$ cat src/logic/cache_cfg_pkg.sv
// Data cache request path configuration
// Geometry of addresses, lines and store words, plus queue and credit sizing
package cache_cfg_pkg;

    // Address and data widths
    localparam int unsigned ADDR_WIDTH = 32;
    localparam int unsigned DATA_WIDTH = 64;

    // Line and store granule, in bytes
    localparam int unsigned LINE_BYTES = 32;
    localparam int unsigned WORD_BYTES = 8;

    // Offset bits cleared by the request builder
    localparam int unsigned LINE_OFFSET = $clog2(LINE_BYTES);
    localparam int unsigned WORD_OFFSET = $clog2(WORD_BYTES);

    // Read transaction identifier
    localparam int unsigned ID_WIDTH = 2;

    // Request queue depth
    localparam int unsigned REQ_FIFO_DEPTH = 4;

    // Refill credits, count runs from zero to MAX_READS_OUT inclusive
    localparam int unsigned MAX_READS_OUT = 2;
    localparam int unsigned CREDIT_WIDTH = $clog2(MAX_READS_OUT + 1);

endpackage

$ cat src/logic/mem_req_pkg.sv
// Memory request types
// Request kinds, the two-way payload word, and the core and memory requests
package mem_req_pkg;

    import cache_cfg_pkg::*;

    // Request kind, one bit
    typedef enum logic {
        REQ_READ  = 1'b0,
        REQ_WRITE = 1'b1
    } req_kind_e;

    // Read view of the payload word
    // Identifier sits in the low bits, the rest is zero
    typedef struct packed {
        logic [DATA_WIDTH-ID_WIDTH-1:0] pad;
        logic [ID_WIDTH-1:0]            id;
    } rd_view_t;

    // One payload word, decoded by request kind
    typedef union packed {
        rd_view_t               rd;
        logic [DATA_WIDTH-1:0]  wr_data;
    } mem_payload_u;

    // Core side request, valid is a plain strobe
    typedef struct packed {
        logic                   valid;
        req_kind_e              kind;
        logic [ADDR_WIDTH-1:0]  addr;
        logic [DATA_WIDTH-1:0]  data;
    } core_req_t;

    // Queue entry and memory request
    // Address already aligned for its kind
    typedef struct packed {
        req_kind_e              kind;
        logic [ADDR_WIDTH-1:0]  addr;
        mem_payload_u           payload;
    } mem_req_t;

endpackage

$ cat src/logic/miss_req_builder.sv
// Miss request builder
// Aligns core request addresses, tags reads with a transaction identifier
// and pushes the resulting entry into the request queue
`timescale 1ns/100ps

module miss_req_builder (
    input  logic                  clk_i,
    input  logic                  rst_ni,
    input  mem_req_pkg::core_req_t core_req_i,
    output logic                  core_ready_o,
    input  logic                  fifo_wok_i,
    output logic                  fifo_w_o,
    output mem_req_pkg::mem_req_t fifo_wdata_o
);

    import cache_cfg_pkg::*;
    import mem_req_pkg::*;

    logic [ID_WIDTH-1:0]   rd_id_q;
    logic                  is_read;
    logic                  accept;
    logic [ADDR_WIDTH-1:0] line_addr;
    logic [ADDR_WIDTH-1:0] word_addr;

    // Queue space is the only thing that stalls the core
    assign core_ready_o = fifo_wok_i;
    assign fifo_w_o     = core_req_i.valid;

    // Request taken when strobe and space meet
    assign accept  = core_req_i.valid & fifo_wok_i;
    assign is_read = (core_req_i.kind == REQ_READ);

    // Refill starts at the line base
    assign line_addr = {core_req_i.addr[ADDR_WIDTH-1:LINE_OFFSET], {LINE_OFFSET{1'b0}}};
    // Stores keep their word address
    assign word_addr = {core_req_i.addr[ADDR_WIDTH-1:WORD_OFFSET], {WORD_OFFSET{1'b0}}};

    // Entry assembly
    always_comb begin
        fifo_wdata_o      = '0;
        fifo_wdata_o.kind = core_req_i.kind;
        if (is_read) begin
            fifo_wdata_o.addr               = line_addr;
            // Read view, identifier with zero padding
            fifo_wdata_o.payload.rd.pad     = '0;
            fifo_wdata_o.payload.rd.id      = rd_id_q;
        end else begin
            fifo_wdata_o.addr               = word_addr;
            // Write view carries the raw store word
            fifo_wdata_o.payload.wr_data    = core_req_i.data;
        end
    end

    // Identifier counter
    // Wraps naturally, moves only on accepted reads
    always_ff @(posedge clk_i or negedge rst_ni) begin
        if (!rst_ni) begin
            rd_id_q <= '0;
        end else if (accept && is_read) begin
            rd_id_q <= rd_id_q + 1'b1;
        end
    end

endmodule

$ cat src/logic/req_fifo_reg.sv
// Register based FIFO
// Write and read pointers plus a crossover bit tell full from empty,
// head entry is read combinationally from the register array
`timescale 1ns/100ps

module req_fifo_reg #(
    parameter int unsigned FIFO_DEPTH  = 4,
    parameter type         fifo_data_t = logic
) (
    input  logic       clk_i,
    input  logic       rst_ni,
    input  logic       w_i,
    output logic       wok_o,
    input  fifo_data_t wdata_i,
    input  logic       r_i,
    output logic       rok_o,
    output fifo_data_t rdata_o
);

    // Pointer width, at least one bit
    localparam int unsigned PTR_WIDTH = (FIFO_DEPTH > 1) ? $clog2(FIFO_DEPTH) : 1;

    typedef logic [PTR_WIDTH-1:0] ptr_t;

    localparam ptr_t PTR_LAST = ptr_t'(FIFO_DEPTH - 1);

    // Storage, no reset
    fifo_data_t [FIFO_DEPTH-1:0] mem_q;

    ptr_t rptr_q;
    ptr_t rptr_d;
    ptr_t wptr_q;
    ptr_t wptr_d;
    // Set once the write pointer has wrapped ahead of the read pointer
    logic crossover_q;
    logic crossover_d;

    logic ptr_eq;
    logic rexec;
    logic wexec;
    logic rptr_wrap;
    logic wptr_wrap;

    // Status levels
    // Equal pointers mean full with crossover, empty without
    assign ptr_eq = (rptr_q == wptr_q);
    assign rok_o  = ptr_eq ? crossover_q : 1'b1;
    assign wok_o  = ptr_eq ? ~crossover_q : 1'b1;

    // Effective operations
    assign rexec = r_i & rok_o;
    assign wexec = w_i & wok_o;

    // Last slot reached
    assign rptr_wrap = (rptr_q == PTR_LAST);
    assign wptr_wrap = (wptr_q == PTR_LAST);

    // Next pointer values
    always_comb begin
        rptr_d = rptr_q;
        wptr_d = wptr_q;
        if (rexec) begin
            rptr_d = rptr_wrap ? '0 : rptr_q + 1'b1;
        end
        if (wexec) begin
            wptr_d = wptr_wrap ? '0 : wptr_q + 1'b1;
        end
    end

    // Crossover tracking
    // Read wrap clears it, write wrap sets it
    always_comb begin
        crossover_d = crossover_q;
        if (rexec && rptr_wrap) begin
            crossover_d = 1'b0;
        end else if (wexec && wptr_wrap) begin
            crossover_d = 1'b1;
        end
    end

    // Array write
    always_ff @(posedge clk_i) begin
        if (wexec) begin
            mem_q[wptr_q] <= wdata_i;
        end
    end

    // Head visible in the same cycle
    assign rdata_o = mem_q[rptr_q];

    // Control state
    always_ff @(posedge clk_i or negedge rst_ni) begin
        if (!rst_ni) begin
            rptr_q      <= '0;
            wptr_q      <= '0;
            crossover_q <= 1'b0;
        end else begin
            rptr_q      <= rptr_d;
            wptr_q      <= wptr_d;
            crossover_q <= crossover_d;
        end
    end

endmodule

$ cat src/logic/mem_req_issuer.sv
// Memory request issuer
// Drains the request queue in order toward memory, holding read heads back
// while no refill credit is free
`timescale 1ns/100ps

module mem_req_issuer (
    input  logic                  clk_i,
    input  logic                  rst_ni,
    input  logic                  fifo_rok_i,
    input  mem_req_pkg::mem_req_t fifo_rdata_i,
    output logic                  fifo_r_o,
    output logic                  mem_valid_o,
    output mem_req_pkg::mem_req_t mem_req_o,
    input  logic                  mem_ready_i,
    input  logic                  mem_rsp_i
);

    import cache_cfg_pkg::*;
    import mem_req_pkg::*;

    localparam logic [CREDIT_WIDTH-1:0] CREDITS_ALL = CREDIT_WIDTH'(MAX_READS_OUT);

    // Free refill credits
    logic [CREDIT_WIDTH-1:0] credits_q;

    logic head_is_read;
    logic head_blocked;
    logic xfer;
    logic rd_xfer;

    assign head_is_read = (fifo_rdata_i.kind == REQ_READ);

    // Reads need a credit, writes never wait on one
    // A blocked read also holds every write queued behind it
    assign head_blocked = head_is_read && (credits_q == '0);

    assign mem_valid_o = fifo_rok_i & ~head_blocked;
    // Head goes out untouched
    assign mem_req_o   = fifo_rdata_i;

    // Pop exactly on a memory transfer
    assign xfer     = mem_valid_o & mem_ready_i;
    assign fifo_r_o = xfer;
    assign rd_xfer  = xfer & head_is_read;

    // Credit accounting
    // Issued read takes one, response returns one, both together cancel
    always_ff @(posedge clk_i or negedge rst_ni) begin
        if (!rst_ni) begin
            credits_q <= CREDITS_ALL;
        end else begin
            case ({rd_xfer, mem_rsp_i})
                2'b10: begin
                    credits_q <= credits_q - 1'b1;
                end
                2'b01: begin
                    // Saturate, a spurious response must not overflow
                    if (credits_q != CREDITS_ALL) begin
                        credits_q <= credits_q + 1'b1;
                    end
                end
                default: begin
                    credits_q <= credits_q;
                end
            endcase
        end
    end

endmodule

$ cat src/logic/miss_req_top.sv
// Miss and write-through request path
// Builder feeds the request queue, issuer drains it to the memory port
`timescale 1ns/100ps

module miss_req_top (
    input  logic                   clk_i,
    input  logic                   rst_ni,
    input  mem_req_pkg::core_req_t core_req_i,
    output logic                   core_ready_o,
    output logic                   mem_valid_o,
    output mem_req_pkg::mem_req_t  mem_req_o,
    input  logic                   mem_ready_i,
    input  logic                   mem_rsp_i
);

    import cache_cfg_pkg::*;
    import mem_req_pkg::*;

    // Builder to queue
    logic     fifo_w;
    logic     fifo_wok;
    mem_req_t fifo_wdata;

    // Queue to issuer
    logic     fifo_r;
    logic     fifo_rok;
    mem_req_t fifo_rdata;

    miss_req_builder i_builder (
        .clk_i        (clk_i),
        .rst_ni       (rst_ni),
        .core_req_i   (core_req_i),
        .core_ready_o (core_ready_o),
        .fifo_wok_i   (fifo_wok),
        .fifo_w_o     (fifo_w),
        .fifo_wdata_o (fifo_wdata)
    );

    // Request queue
    req_fifo_reg #(
        .FIFO_DEPTH  (REQ_FIFO_DEPTH),
        .fifo_data_t (mem_req_t)
    ) i_req_fifo (
        .clk_i   (clk_i),
        .rst_ni  (rst_ni),
        .w_i     (fifo_w),
        .wok_o   (fifo_wok),
        .wdata_i (fifo_wdata),
        .r_i     (fifo_r),
        .rok_o   (fifo_rok),
        .rdata_o (fifo_rdata)
    );

    mem_req_issuer i_issuer (
        .clk_i        (clk_i),
        .rst_ni       (rst_ni),
        .fifo_rok_i   (fifo_rok),
        .fifo_rdata_i (fifo_rdata),
        .fifo_r_o     (fifo_r),
        .mem_valid_o  (mem_valid_o),
        .mem_req_o    (mem_req_o),
        .mem_ready_i  (mem_ready_i),
        .mem_rsp_i    (mem_rsp_i)
    );

endmodule

$ cat config.mk
export PLATFORM = sky130hd
export DESIGN_NAME = miss_req_top
export DESIGN_NICKNAME = d
export VERILOG_FILES = /design/src/logic/cache_cfg_pkg.sv /design/src/logic/mem_req_pkg.sv /design/src/logic/miss_req_builder.sv /design/src/logic/req_fifo_reg.sv /design/src/logic/mem_req_issuer.sv /design/src/logic/miss_req_top.sv
export SDC_FILE = /design/constraint.sdc
export NUM_CORES = 1
export LEC_CHECK = 0
export BUFFER_PORTS_ARGS = -buffer_cell sky130_fd_sc_hd__buf_2
export CORE_MARGIN = 4
export CORE_UTILIZATION = 45
export DETAILED_ROUTE_END_ITERATION = 16
export GPL_TIMING_DRIVEN = 0
export PLACE_DENSITY_LB_ADDON = 0.25
export SLEW_MARGIN = 5
export SYNTH_ARGS = -nofsm -noshare
export SYNTH_HDL_FRONTEND = slang
export SYNTH_SLANG_ARGS = --single-unit
$ cat constraint.sdc
create_clock -name clk_i -period 4.6 [get_ports clk_i]
set_input_delay 0.23 -clock clk_i [delete_from_list [all_inputs] [get_ports clk_i]]
set_output_delay 0.23 -clock clk_i [all_outputs]
set_load 0.05 [all_outputs]
Word level (Yosys, flattened, before mapping)
Cells that the tools add are included.
W data, S select, Z words.

storage, ports and cells
  register bits = 397
  bits in latches = 0
  bits in writable memories = 0
  bits in read-only memories = 0
  output and inout port bits = 99
  word-level logic and storage cells = 64
  memories kept = 0

cells by class
  add/sub/neg operators = 5
  multipliers = 0
  divide/modulo/power cells = 0
  $lt $le $gt $ge = 3
  equality and inequality tests = 7
  shifts and indexed selects = 0
  multiplexer cells = 14
  bitwise operators = 9
  reduce and logical (&&, ||, !) cells = 9

operators by type and width
  operator               count
  $bwmux W388            1
  $bmux W97 S2           1
  $demux W97 S2          1
  $mux W97               2
  $mux W69               1
  $add A2 B1 Y2 const B  4
  $eq A2 B2 Y1 const B   3
  $lt A2 B3 Y1 const B   2
  $mux W2                3
  $and A1 B1 Y1          5
  $logic_and A1 B1 Y1    5
  $mux W1                4
  $not A1 Y1             4
  $pmux W2 S2            1
  $reduce_bool A2 Y1     2
  $eq A2 B1 Y1 const B   1
  $eq A2 B2 Y1           1
  $ge A2 B1 Y1 const B   1
  $logic_not A2 Y1       1
  $ne A2 B1 Y1 const B   1
  $ne A2 B2 Y1 const B   1
  $reduce_and A2 Y1      1
  $sub A2 B1 Y2 const B  1

Depth between registers and ports, before layout
Gate-level depths: netlist of the first run.

  depth after elaboration = 11
  mapped depth = 5

Hierarchy
From an unflattened synthesis of the first run, not the netlist that was laid out.

second synthesis, totals
  cell total of the unflattened synthesis = 780
  area, all modules = 16213.0 um^2

modules (own cells, without submodules)
  module            times used  cells each  area an instance (um^2)  sequential area each (um^2)
  req_fifo_reg      1           554         14503.9                  11776.3
  mem_req_issuer    1           113         889.6                    51.3
  miss_req_builder  1           113         819.5                    50.0

Least setup slack after synthesis of the first run
Ideal clock, no wire load.

  path type = flip-flop to flip-flop
  start point = register i_req_fifo.rptr_q[1]
  end point = register i_req_fifo.mem_q[100] (netlist bit), enable pin
  arrival = 3.436 ns
  required time = 4.137 ns
  slack = 0.701 ns
  cell stages (with the launch flop) = 5
  path buffers = 1
  period minus slack after synthesis = 3.899 ns
  cells stage by stage = dfrtp_1 -> clkbuf_1 -> xnor2_1 -> a31oi_1 -> and2_1

on the way
  longest elaborated chain between the ends = 3

RTL lines
  what                           line                RTL
  start, declared                req_fifo_reg.sv:30  ptr_t rptr_q;
  start signal, assigned         req_fifo_reg.sv:98  rptr_q <= rptr_d;
  $eq A2 B2 Y1                   req_fifo_reg.sv:46  assign ptr_eq = (rptr_q == wptr_q);
  $mux W1                        req_fifo_reg.sv:48  assign wok_o = ptr_eq ? ~crossover_q : 1'b1;
  $and A1 B1 Y1                  req_fifo_reg.sv:52  assign wexec = w_i & wok_o;
  end signal, assigned by index  req_fifo_reg.sv:84  mem_q[wptr_q] <= wdata_i;
  end, declared                  req_fifo_reg.sv:28  fifo_data_t [FIFO_DEPTH-1:0] mem_q;

Every way passes these cells.
A chain may end at the register's enable or synchronous reset.

==> results of run 1 <==
## cell type report
| cell class | count | area [sq um] |
|---|---|---|
| fillers | 2411 | 13900 |
| flip-flops and latches | 385 | 11500 |
| multi-input cells | 203 | 2870 |
| repair buffers | 229 | 1400 |
| clock buffers | 50 | 1080 |
| well taps | 402 | 503 |
| clock inverters | 24 | 277 |
| plain buffers | 32 | 149 |
| inverters | 6 | 22.5 |
| diodes | 1 | 2.50 |
## synthesized netlist by cell type
cell       number  share of area, %
ha_1            5              0.43
nand3_1         2             0.069
conb_1          1             0.026
clkbuf_1       18              0.46
nor2_1          3             0.077
mux4_2         94                15
buf_4           3              0.15
buf_1           2             0.052
nor3_1          1             0.034
o21ai_0         2             0.069
a31oi_1         2             0.086
xor2_1          1             0.060
dfstp_2         1              0.18
nor3b_1         1             0.052
a22oi_1         1             0.052
nand2_1         2             0.052
mux2_2          4              0.31
nand2b_1        1             0.043
a311oi_1        1             0.060
a311oi_4        1              0.18
nand3b_1        2              0.10
and2_1         68               2.9
dfrtp_1         8               1.4
inv_1           6              0.15
buf_2           8              0.28
buf_6           1             0.077
edfxtp_1      376                78
xnor2_1         4              0.24
a2111oi_1       1             0.069
a21oi_1         4              0.14
## state kept, by name, summed over array words and instances (netlist names)
register,flops
i_req_fifo.rptr_q,2
i_req_fifo.mem_q,376
i_req_fifo.wptr_q,2
i_builder.rd_id_q,2
i_req_fifo.crossover_q,1
i_issuer.credits_q,2
## worst min-delay path, cell delays in order
cell and delay [ns]:
buf_2 0.14, a21oi_1 0.14, a2111oi_1 0.05
## per-layer routing
| layer | global-route usage (%) | vias up | routed length, um |
|---|---|---|---|
| met5 | 0 | - | 50 |
| met4 | 4.04 | 8 | 572 |
| met3 | 5.03 | 48 | 2000 |
| met2 | 25.7 | 200 | 13400 |
| met1 | 21.2 | 3504 | 11700 |
| li1 | - | 3135 | - |
## layout by cell type, fill, tap and decap left out, types with 6 or more instances in the layout
| cell type | instances |
|---|---|
| clkbuf_1 | 26 |
| dfrtp_1 | 8 |
| edfxtp_1 | 376 |
| bufinv_16 | 6 |
| inv_1 | 6 |
| and2_1 | 64 |
| clkbuf_16 | 42 |
| mux4_2 | 94 |
| dlygate4sd3_1 | 29 |
| clkinv_1 | 11 |
| buf_2 | 202 |
## cell families (layout without fill, tap and decap cells)
group	Yosys count	in the layout	share of synthesized area, %
AO/OA/AOI/OAI	12	12	0.654
XOR/XNOR	5	5	0.301
adder cells (fa/ha/maj)	5	5	0.430
buffers and inverters	38	341	1.18
flip-flops	385	385	79.2
multiplexers	98	98	14.9
other	1	4	0.0258
AND/OR/NAND/NOR	80	80	3.36
## how the worst max path moves through the flow
stage / startpoint / to / cells past startpoint
2_1_floorplan: i_req_fifo.rptr_q[1]$_DFFE_PN0N_ / i_req_fifo.mem_q[100]$_DFFE_PP_ / 4
3_3_place_gp: i_req_fifo.rptr_q[1]$_DFFE_PN0N_ / i_req_fifo.mem_q[144]$_DFFE_PP_ / 4
3_5_place_dp: i_req_fifo.rptr_q[1]$_DFFE_PN0N_ / i_req_fifo.mem_q[149]$_DFFE_PP_ / 5
4_1_cts: i_req_fifo.rptr_q[1]$_DFFE_PN0N_ / mem_req_o[49] / 5
5_1_grt: i_req_fifo.rptr_q[1]$_DFFE_PN0N_ / mem_req_o[49] / 5
6_report: i_req_fifo.rptr_q[1]$_DFFE_PN0N_ / mem_req_o[54] / 5
## stage by stage
stage / setup TNS [ns] / hold slack (ns) / cell area, sq um / util, %
6_report: 0 / 0.0508 / 17800 / 56.2
5_1_grt: 0 / 0.0528 / 17800 / 56.2
4_1_cts: 0 / 0.0326 / 17800 / 56.2
3_5_place_dp: 0 / 0.101 / 16200 / 51.0
3_3_place_gp: -544.80 / 0.102 / 16000 / 50.5
2_1_floorplan: 0 / -0.0656 / 14600 / -
## power breakdown
part / switching (uW) / internal (uW)
combinational: 3680 / 1550
clock: 1280 / 2010
sequential: 165 / 4690
total: 5120 / 8250
==> results.json, run 1 <==
{
  "cap_violations": 0,
  "grt_usage_pct": 15.9,
  "vias": 6895,
  "power_uw": 13400,
  "grt_pass1_vias": 7452,
  "outcome": "complete, no violations",
  "grt_remaining_overflow": 0,
  "cp_data_arrival_time_ns": 3.10,
  "clock_sinks": 385,
  "setup_slack_ns": 1.27,
  "dr.first_iter.drc_count": 419,
  "r2r_slack_ns": 1.41,
  "grt_setup_unrepaired": "false",
  "critPathBufInv": 4,
  "initial_core_util_pct": 45.9,
  "drive_above_1_share_pct": 39.9,
  "yosysUniqueCellTypes": 30,
  "vias_per_cell": 5.18,
  "dpl.hpwl_mm": 17.1,
  "relSlewSlack_pct": 40.7,
  "num_rows": 65,
  "drtAntennaViolNets": 0,
  "place_congestion": 0.681,
  "hold_end": "i_issuer.credits_q[1]$_DFFE_PN1P_",
  "cts-buffers-inserted": 40,
  "ir_drop_v": 0.000487,
  "cp_cell_sequence": "clkbuf_1, clkbuf_1, clkbuf_1, mux4_2, buf_2",
  "cts_setup_buffers": 0,
  "instances_no_fill": 1332,
  "first_pass_iters": 4,
  "yosysSeqAreaShare_pct": 79.2,
  "ys_warn_count": 0,
  "worst_path_most_repeated_cell": "clkbuf_1",
  "drt_wl_total_mm": 27.7,
  "ys_ff_latch": 385,
  "worstRegToRegCells": 5,
  "fin_skew_ns": 0.0178,
  "p_per_area_nw_per_um2": 750,
  "cp_max_fo": 10,
  "port_buffers": 194,
  "finalCritPeriodShare_pct": 72.4,
  "worstSetupStartpointType": "register",
  "holdBufCountCts": 29,
  "setup_viol": 0,
  "drc": 0,
  "cts-root-buf": "clkbuf_16",
  "dieArea_sq_um": 35300,
  "core_area_sq_um": 31700,
  "rr_endpoint": "i_req_fifo.mem_q[51]$_DFFE_PP_",
  "crit_family": "buffers and inverters",
  "cts_tree": "yes",
  "hold_violations": 0,
  "synthesis.area_sq_um": 14500,
  "die_h_um": 188,
  "leakagePower_uw": 0.00620,
  "worstSetupPathType": "register to output pin",
  "max_stage_delay_ns": 0.64,
  "netlist_instances": 624,
  "holdPathStages": 3,
  "crit_required_ns": 4.37,
  "clk_pin_slew_worst_paths_ns": 0.06,
  "grt_max_degree": 53,
  "worstMarginPinSlew_ns": 0.889,
  "fmax_mhz": 300,
  "slew_viol_final": 0,
  "crit_path_top_delay_cell": "clkbuf_1",
  "reg2reg_from": "i_req_fifo.rptr_q[1]$_DFFE_PN0N_",
  "cts_buffer_depth": 3,
  "pin_count": 201,
  "crit_path_end_kind": "output pin",
  "htreeDepth": 2,
  "antenna_found_initial": 5,
  "cts_resized": 0,
  "syn_area_per_cell_sq_um": 23.3,
  "grt_pass1_wl_mm": 43.4,
  "dpl.cell_count": 1228,
  "clock_latency_ns": 0.52,
  "pre_cts_ws_ns": 1.42,
  "area_delta_synth_final_pct": 22.6,
  "wire_per_inst_um": 20.8,
  "nets": 1004,
  "min_from": "mem_rsp_i",
  "hold_path.class": "primary input to register",
  "die_w_um": 188,
  "min_period_ns": 3.33
}
Power figures use the tool's default switching activity.
==> run 2: changes to the inputs <==
==> constraint.sdc (replaced) <==
create_clock -name clk_i -period 3.3 [get_ports clk_i]
set_input_delay 0.165 -clock clk_i [delete_from_list [all_inputs] [get_ports clk_i]]
set_output_delay 0.165 -clock clk_i [all_outputs]
set_load 0.05 [all_outputs]
==> run 2 against run 1 <==
- setup slack got worse by 1.0 ns
- via count up 1.8%
- die area is the same
- hold slack lost 0.043 ns
- sequential power rose by 39%
- final cell count rose by 2.0%
- clock-buffer cell count decreased by 2
- clock skew up 0.0096 ns
- core utilization rose by 0.56 points
- combinational power up 40%
- first-iteration DRC count is 7.6% higher
==> results.json, run 2 (synthesis results as in run 1) <==
{
  "holdWs_ns": 0.00735,
  "n_antenna_cell": 0,
  "dpl.hpwl_mm": 17.2,
  "outcome": "complete, no violations",
  "worstSetupPathType": "register to output pin",
  "cap_violations": 0,
  "crit_required_ns": 3.13,
  "min_period_ns": 3.02,
  "relSlewSlack_pct": 40.7,
  "leakagePower_uw": 0.00628,
  "drc": 0,
  "initial_core_util_pct": 45.9,
  "slew_viol_final": 0,
  "reg2reg_from": "i_req_fifo.rptr_q[1]$_DFFE_PN0N_",
  "grt_setup_unrepaired": "false",
  "setup_viol": 0,
  "fin_skew_ns": 0.0274,
  "cp_data_arrival_time_ns": 2.86,
  "drt_wl_total_mm": 28.3,
  "dieArea_sq_um": 35300,
  "clock_latency_ns": 0.53,
  "htreeDepth": 2,
  "layout_commonest_cell": "edfxtp_1",
  "grt_pass1_wl_mm": 44.9,
  "worstMarginPinSlew_ns": 0.889,
  "hold_path.class": "primary input to register",
  "p_per_area_nw_per_um2": 1020,
  "pin_count": 201,
  "switching_share_pct": 39.0,
  "die_w_um": 188,
  "clock_power_share_pct": 23.0,
  "clock_sinks": 385,
  "dr.first_iter.drc_count": 451,
  "cts-root-buf": "clkbuf_16",
  "cts_tree": "yes",
  "die_h_um": 188,
  "worstSetupStartpointType": "register",
  "crit_path_end_kind": "output pin",
  "p_sw_uw": 7140,
  "place_congestion": 0.691,
  "postLayoutCellArea_sq_um": 18000,
  "vias": 7020,
  "power_frac_seq_pct": 37.0,
  "min_from": "core_req_i[14]",
  "top_register": "i_req_fifo.mem_q",
  "antenna_found_initial": 0,
  "cts_setup_buffers": 0,
  "utilization_pct": 56.8,
  "port_buffers": 194,
  "grt_usage_pct": 16.4,
  "dpl-instance-area_sq_um": 16200,
  "cts_buffer_depth": 3,
  "largest_register_ffs": 376,
  "drtAntennaViolNets": 0,
  "vias_per_cell": 5.17,
  "grt_max_degree": 55,
  "hold_violations": 0,
  "first_pass_iters": 4,
  "finalCritPeriodShare_pct": 91.6,
  "num_rows": 65,
  "p_comb_share_pct": 40.0,
  "p_int_uw": 11200,
  "clk_pin_slew_worst_paths_ns": 0.06,
  "core_area_sq_um": 31700,
  "worstSetupStartpoint": "i_req_fifo.rptr_q[1]$_DFFE_PN0N_",
  "fmax_mhz": 331,
  "grt_remaining_overflow": 0,
  "nets": 1035,
  "ir_drop_v": 0.000632,
  "grt_pass1_vias": 7739,
  "tns_ns": 0,
  "cts-buffers-inserted": 41,
  "mostFrequentLayoutCells": "376 x edfxtp_1, 202 x buf_2, 94 x mux4_2",
  "cp_max_fo": 10,
  "instances_no_fill": 1359,
  "n_fill_cell": 2399,
  "dpl.cell_count": 1227,
  "wire_per_inst_um": 20.8,
  "area_delta_synth_final_pct": 23.8,
  "drive_above_1_share_pct": 39.1
}
==> run 2: worst paths after layout <==
path	to	slack, ns	cells after the start
setup / recovery	mem_req_o[55]	0.28	5
hold / removal	i_req_fifo.mem_q[305]$_DFFE_PP_	0.007	2
setup reg to reg	i_req_fifo.mem_q[150]$_DFFE_PP_	0.37	5
hold reg to reg	i_builder.rd_id_q[1]$_DFFE_PN0P_	0.47	1
max in group asynchronous	i_issuer.credits_q[1]$_DFFE_PN1P_	3.01	2
min in group asynchronous	i_issuer.credits_q[0]$_DFFE_PN0P_	0.03	2
==> run 2: critical path: stages, from the launching register on <==
cell and delay, ns:
dfrtp_1 0.34, clkbuf_1 0.33, clkbuf_2 0.42, buf_1 0.59, mux4_2 0.42, buf_2 0.23
==> run 2: per-layer routing <==
layer / track usage, % / wire [um]
met4: 3.87 / 512
met2: 28.1 / 14300
met1: 21.3 / 11800
met3: 4.06 / 1740
met5: 0 / 0
==> run 2: power by group through the flow <==
stage | combinational, uW | clock, uW | sequential (uW)
floorplan | 5590 | 0 | 6830
CTS | 7490 | 4300 | 6790
global placement | 7290 | 0 | 6930
detailed placement | 7430 | 0 | 6880
finish | 7320 | 4200 | 6770
global route | 7780 | 4550 | 6860
==> run 2: area by class of cell <==
| type | instances | area, sq um | share of cell area, % |
|---|---|---|---|
| Clock inverter | 24 | 175 | 0.973 |
| Inverter | 6 | 22.5 | 0.125 |
| Buffer | 31 | 146 | 0.813 |
| Clock buffer | 48 | 1050 | 5.84 |
| Timing Repair Buffer | 260 | 1710 | 9.51 |
| Multi-Input combinational cell | 203 | 2880 | 16.0 |
| Tap cell | 402 | 503 | 2.79 |
| Sequential cell | 385 | 11500 | 64.0 |
==> run 2: stage by stage <==
| step | setup slack [ns] | power, uW |
|---|---|---|
| after floorplan | 0.416 | 12400 |
| after global placement | -0.971 | 14200 |
| after detailed placement | 0.0864 | 14300 |
| after CTS | 0.0418 | 18600 |
| after global routing | 0.0769 | 19200 |
| final | 0.276 | 18300 |
==> run 2: timing repair <==
item,in CTS,in global routing
resized for setup,1,1
pin swaps,0,2
hold endpoints to repair,240,0
setup endpoints to repair,59,177
hold buffers,61,0
==> run 3: changes to the inputs <==
--- a/config.mk
+++ b/config.mk
@@ -6,6 +6,8 @@
 export NUM_CORES = 1
 export LEC_CHECK = 0
 export BUFFER_PORTS_ARGS = -buffer_cell sky130_fd_sc_hd__buf_2
+export CELL_PAD_IN_SITES_DETAIL_PLACEMENT = 1
+export CELL_PAD_IN_SITES_GLOBAL_PLACEMENT = 1
 export CORE_MARGIN = 4
 export CORE_UTILIZATION = 45
 export DETAILED_ROUTE_END_ITERATION = 16
@@ -14,4 +16,5 @@
 export SLEW_MARGIN = 5
 export SYNTH_ARGS = -nofsm -noshare
 export SYNTH_HDL_FRONTEND = slang
+export SYNTH_HIERARCHICAL = 1
 export SYNTH_SLANG_ARGS = --single-unit
==> run 3 against run 2 <==
- combinational power rose by 14%
- first-iteration DRC count fell by 22%
- die area rose by 11%
- global-route usage rose by 0.89 points
- power rose by 8.5%
- clock skew fell by 0.018 ns
- via count rose by 12%
- wire length rose by 18%
- fmax rose by 11%
- flip-flop and latch count rose by 12
- hold slack improved by 0.016 ns
==> results.json, run 3 <==
{
  "outcome": "complete, no violations",
  "grt_pass1_vias": 8934,
  "ys_ff_latch": 397,
  "synth_ff_type": "edfxtp_1",
  "worstSetupPathType": "register to output pin",
  "yosysMostFrequentCell": "edfxtp_1",
  "largest_register_ffs": 388,
  "p_comb_share_pct": 42.0,
  "synthesis.area_sq_um": 16200,
  "worstSetupStartpoint": "i_req_fifo/rptr_q[0]$_DFFE_PN0N_",
  "tns_ns": 0,
  "min_period_ns": 2.72,
  "n_antenna_cell": 0,
  "clock_latency_ns": 0.53,
  "grt_usage_pct": 17.3,
  "area_delta_synth_final_pct": 21.3,
  "antenna_found_initial": 3,
  "worstMarginPinSlew_ns": 0.860,
  "utilization_pct": 55.3,
  "cts-buffers-inserted": 43,
  "grt_max_degree": 52,
  "crit_cells": 5,
  "yosysUniqueCellTypes": 42,
  "synth_edf_count": 388,
  "worstSetupEndpoint": "mem_valid_o",
  "fmax_mhz": 367,
  "cts_resized": 0,
  "clock_sinks": 397,
  "layout_commonest_cell": "edfxtp_1",
  "nets": 1164,
  "drt_wl_total_mm": 33.4,
  "p_per_area_nw_per_um2": 1010,
  "critPathBufInv": 3,
  "initial_core_util_pct": 45.6,
  "pin_count": 201,
  "slew_viol_final": 0,
  "hold_violations": 0,
  "dieArea_sq_um": 39100,
  "port_buffers": 169,
  "p_int_uw": 12600,
  "n_fill_cell": 3221,
  "holdBufCountCts": 56,
  "cp_data_arrival_time_ns": 2.56,
  "cts_tree": "yes",
  "clock_power_share_pct": 22.5,
  "netlist_instances": 780,
  "clk_pin_slew_worst_paths_ns": 0.06,
  "top_register": "i_req_fifo/mem_q",
  "crit_path_top_delay_cell": "mux4_2",
  "grt_pass1_wl_mm": 51.9,
  "vias_per_cell": 5.06,
  "netlist.area_leader.share_pct": 71.9,
  "worstRegToRegCells": 5,
  "syn_area_per_cell_sq_um": 20.8,
  "ys_top_cells_by_count": "388 x edfxtp_1, 132 x buf_4, 97 x mux4_2, 65 x and2_1, 16 x buf_2",
  "relSlewSlack_pct": 42.6,
  "core_area_sq_um": 35600,
  "die_w_um": 198,
  "cp_max_fo": 10,
  "ys_warn_count": 6,
  "cts-root-buf": "clkbuf_16",
  "crit_required_ns": 3.13,
  "rr_endpoint": "i_req_fifo/mem_q[238]$_DFFE_PP_",
  "reg2reg_from": "i_req_fifo/wptr_q[1]$_DFFE_PN0P_",
  "r2r_slack_ns": 0.65,
  "crit_family": "buffers and inverters",
  "cp_cell_sequence": "buf_6, buf_12, mux4_2, o31a_2, buf_2",
  "first_pass_iters": 5,
  "num_rows": 69,
  "drc": 0,
  "grt_setup_unrepaired": "false",
  "max_stage_delay_ns": 0.55,
  "place_congestion": 0.733,
  "die_h_um": 198,
  "finalCritPeriodShare_pct": 82.6,
  "vias": 7834,
  "dpl.cell_count": 1417,
  "power_frac_seq_pct": 35.5,
  "dpl.hpwl_mm": 20.8,
  "synthTopCellsByArea": "edfxtp_1 72%, mux4_2 13%, buf_4 6.1%",
  "cts_buffer_depth": 3,
  "switching_share_pct": 36.7,
  "fin_skew_ns": 0.00991,
  "setup_viol": 0,
  "drtAntennaViolNets": 0,
  "leakagePower_uw": 0.00707,
  "htreeDepth": 2,
  "crit_path_end_kind": "output pin",
  "grt_remaining_overflow": 0,
  "power_uw": 19800,
  "drive_above_1_share_pct": 46.4,
  "hold_path.class": "primary input to register",
  "ir_drop_v": 0.000637,
  "wire_per_inst_um": 21.6,
  "cts_setup_buffers": 0,
  "synthArstFlopShare_pct": 2.27,
  "synth_top_area_cell": "edfxtp_1",
  "mostFrequentLayoutCells": "388 x edfxtp_1, 185 x buf_2, 132 x buf_4",
  "worstSetupStartpointType": "register",
  "p_sw_uw": 7270,
  "instances_no_fill": 1547,
  "cap_violations": 0,
  "yosysSeqAreaShare_pct": 73.3,
  "dr.first_iter.drc_count": 351
}
run 3: changes by cell type after synthesis, moves of 2 or more:
cell / before / now
buf_4: 3 / 132
clkbuf_1: 18 / 1
edfxtp_1: 376 / 388
buf_12: 0 / 9
buf_2: 8 / 16
and3_1: 0 / 4
and2_1: 68 / 65
mux4_2: 94 / 97
buf_1: 2 / 0
buf_6: 1 / 3
mux2_2: 4 / 2
run 3: final cells by class:
| class | count | area [sq um] | area share, % |
|---|---|---|---|
| multi-input cells | 217 | 3040 | 15.4 |
| inverters | 6 | 22.5 | 0.114 |
| clock inverters | 22 | 190 | 0.967 |
| clock buffers | 52 | 1120 | 5.69 |
| repair buffers | 230 | 1540 | 7.85 |
| plain buffers | 162 | 1300 | 6.63 |
| flip-flops and latches | 397 | 11900 | 60.4 |
| well taps | 461 | 577 | 2.93 |
run 3: worst min-delay path by stage:
| stage | depth (start not counted) | end | slack [ns] | start |
|---|---|---|---|---|
| CTS | 2 | i_req_fifo/mem_q[262]$_DFFE_PP_ | 0.0002 | core_req_i[68] |
| finish | 2 | i_req_fifo/mem_q[231]$_DFFE_PP_ | 0.02 | core_req_i[37] |
| floorplan | 0 | i_builder/rd_id_q[0]$_DFFE_PN0P_ | -0.13 | rst_ni |
| global route | 2 | i_req_fifo/mem_q[46]$_DFFE_PP_ | 0.02 | core_req_i[46] |
| global placement | 1 | i_issuer/credits_q[0]$_DFFE_PN0P_ | 0.04 | rst_ni |
| detailed placement | 1 | i_issuer/credits_q[0]$_DFFE_PN0P_ | 0.05 | rst_ni |
run 3: cells by family (layout without fill, tap and decap cells):
kind of cell    count (synthesis)  in the layout  synth area share (%)
xor+xnor                        6              6                 0.324
other cells                     1              3                0.0231
mux                           100            100                  13.7
buf+inv                       168            472                  8.18
flops                         397            397                  73.3
fa+ha+maj                       5              5                 0.386
compound gates                 17             17                 0.779
simple gates                   86             86                  3.37
run 3: per-layer routing:
| layer | track usage, % | vias to the layer above | wire [um] | part of all wire (%) |
|---|---|---|---|---|
| li1 | - | 3522 | - | - |
| met1 | 22.4 | 4094 | 13700 | 41 |
| met2 | 30.7 | 161 | 17700 | 53 |
| met3 | 2.86 | 53 | 1420 | 4.3 |
| met4 | 4.23 | 4 | 588 | 1.8 |
| met5 | 0 | - | 22 | 0.066 |
run 3: through the flow:
step / hold WS (ns) / worst slack [ns] / instance area [sq um]
after detailed placement: 0.0463 / 0.601 / 17800
after CTS: 0.000152 / 0.509 / 19700
after global placement: 0.0435 / -0.472 / 17600
after floorplan: -0.131 / 0.683 / 16200
after global routing: 0.0154 / 0.457 / 19700
final: 0.0229 / 0.575 / 19700
run 3: power by group through the flow:
stage                     Clock, uW  Combinational, uW  Sequential, uW
after CTS                      4630               8500            7060
final                          4470               8330            7040
after floorplan                   0               6560            7080
after global placement            0               8220            7190
after global routing           4840               8830            7130
after detailed placement          0               8420            7160
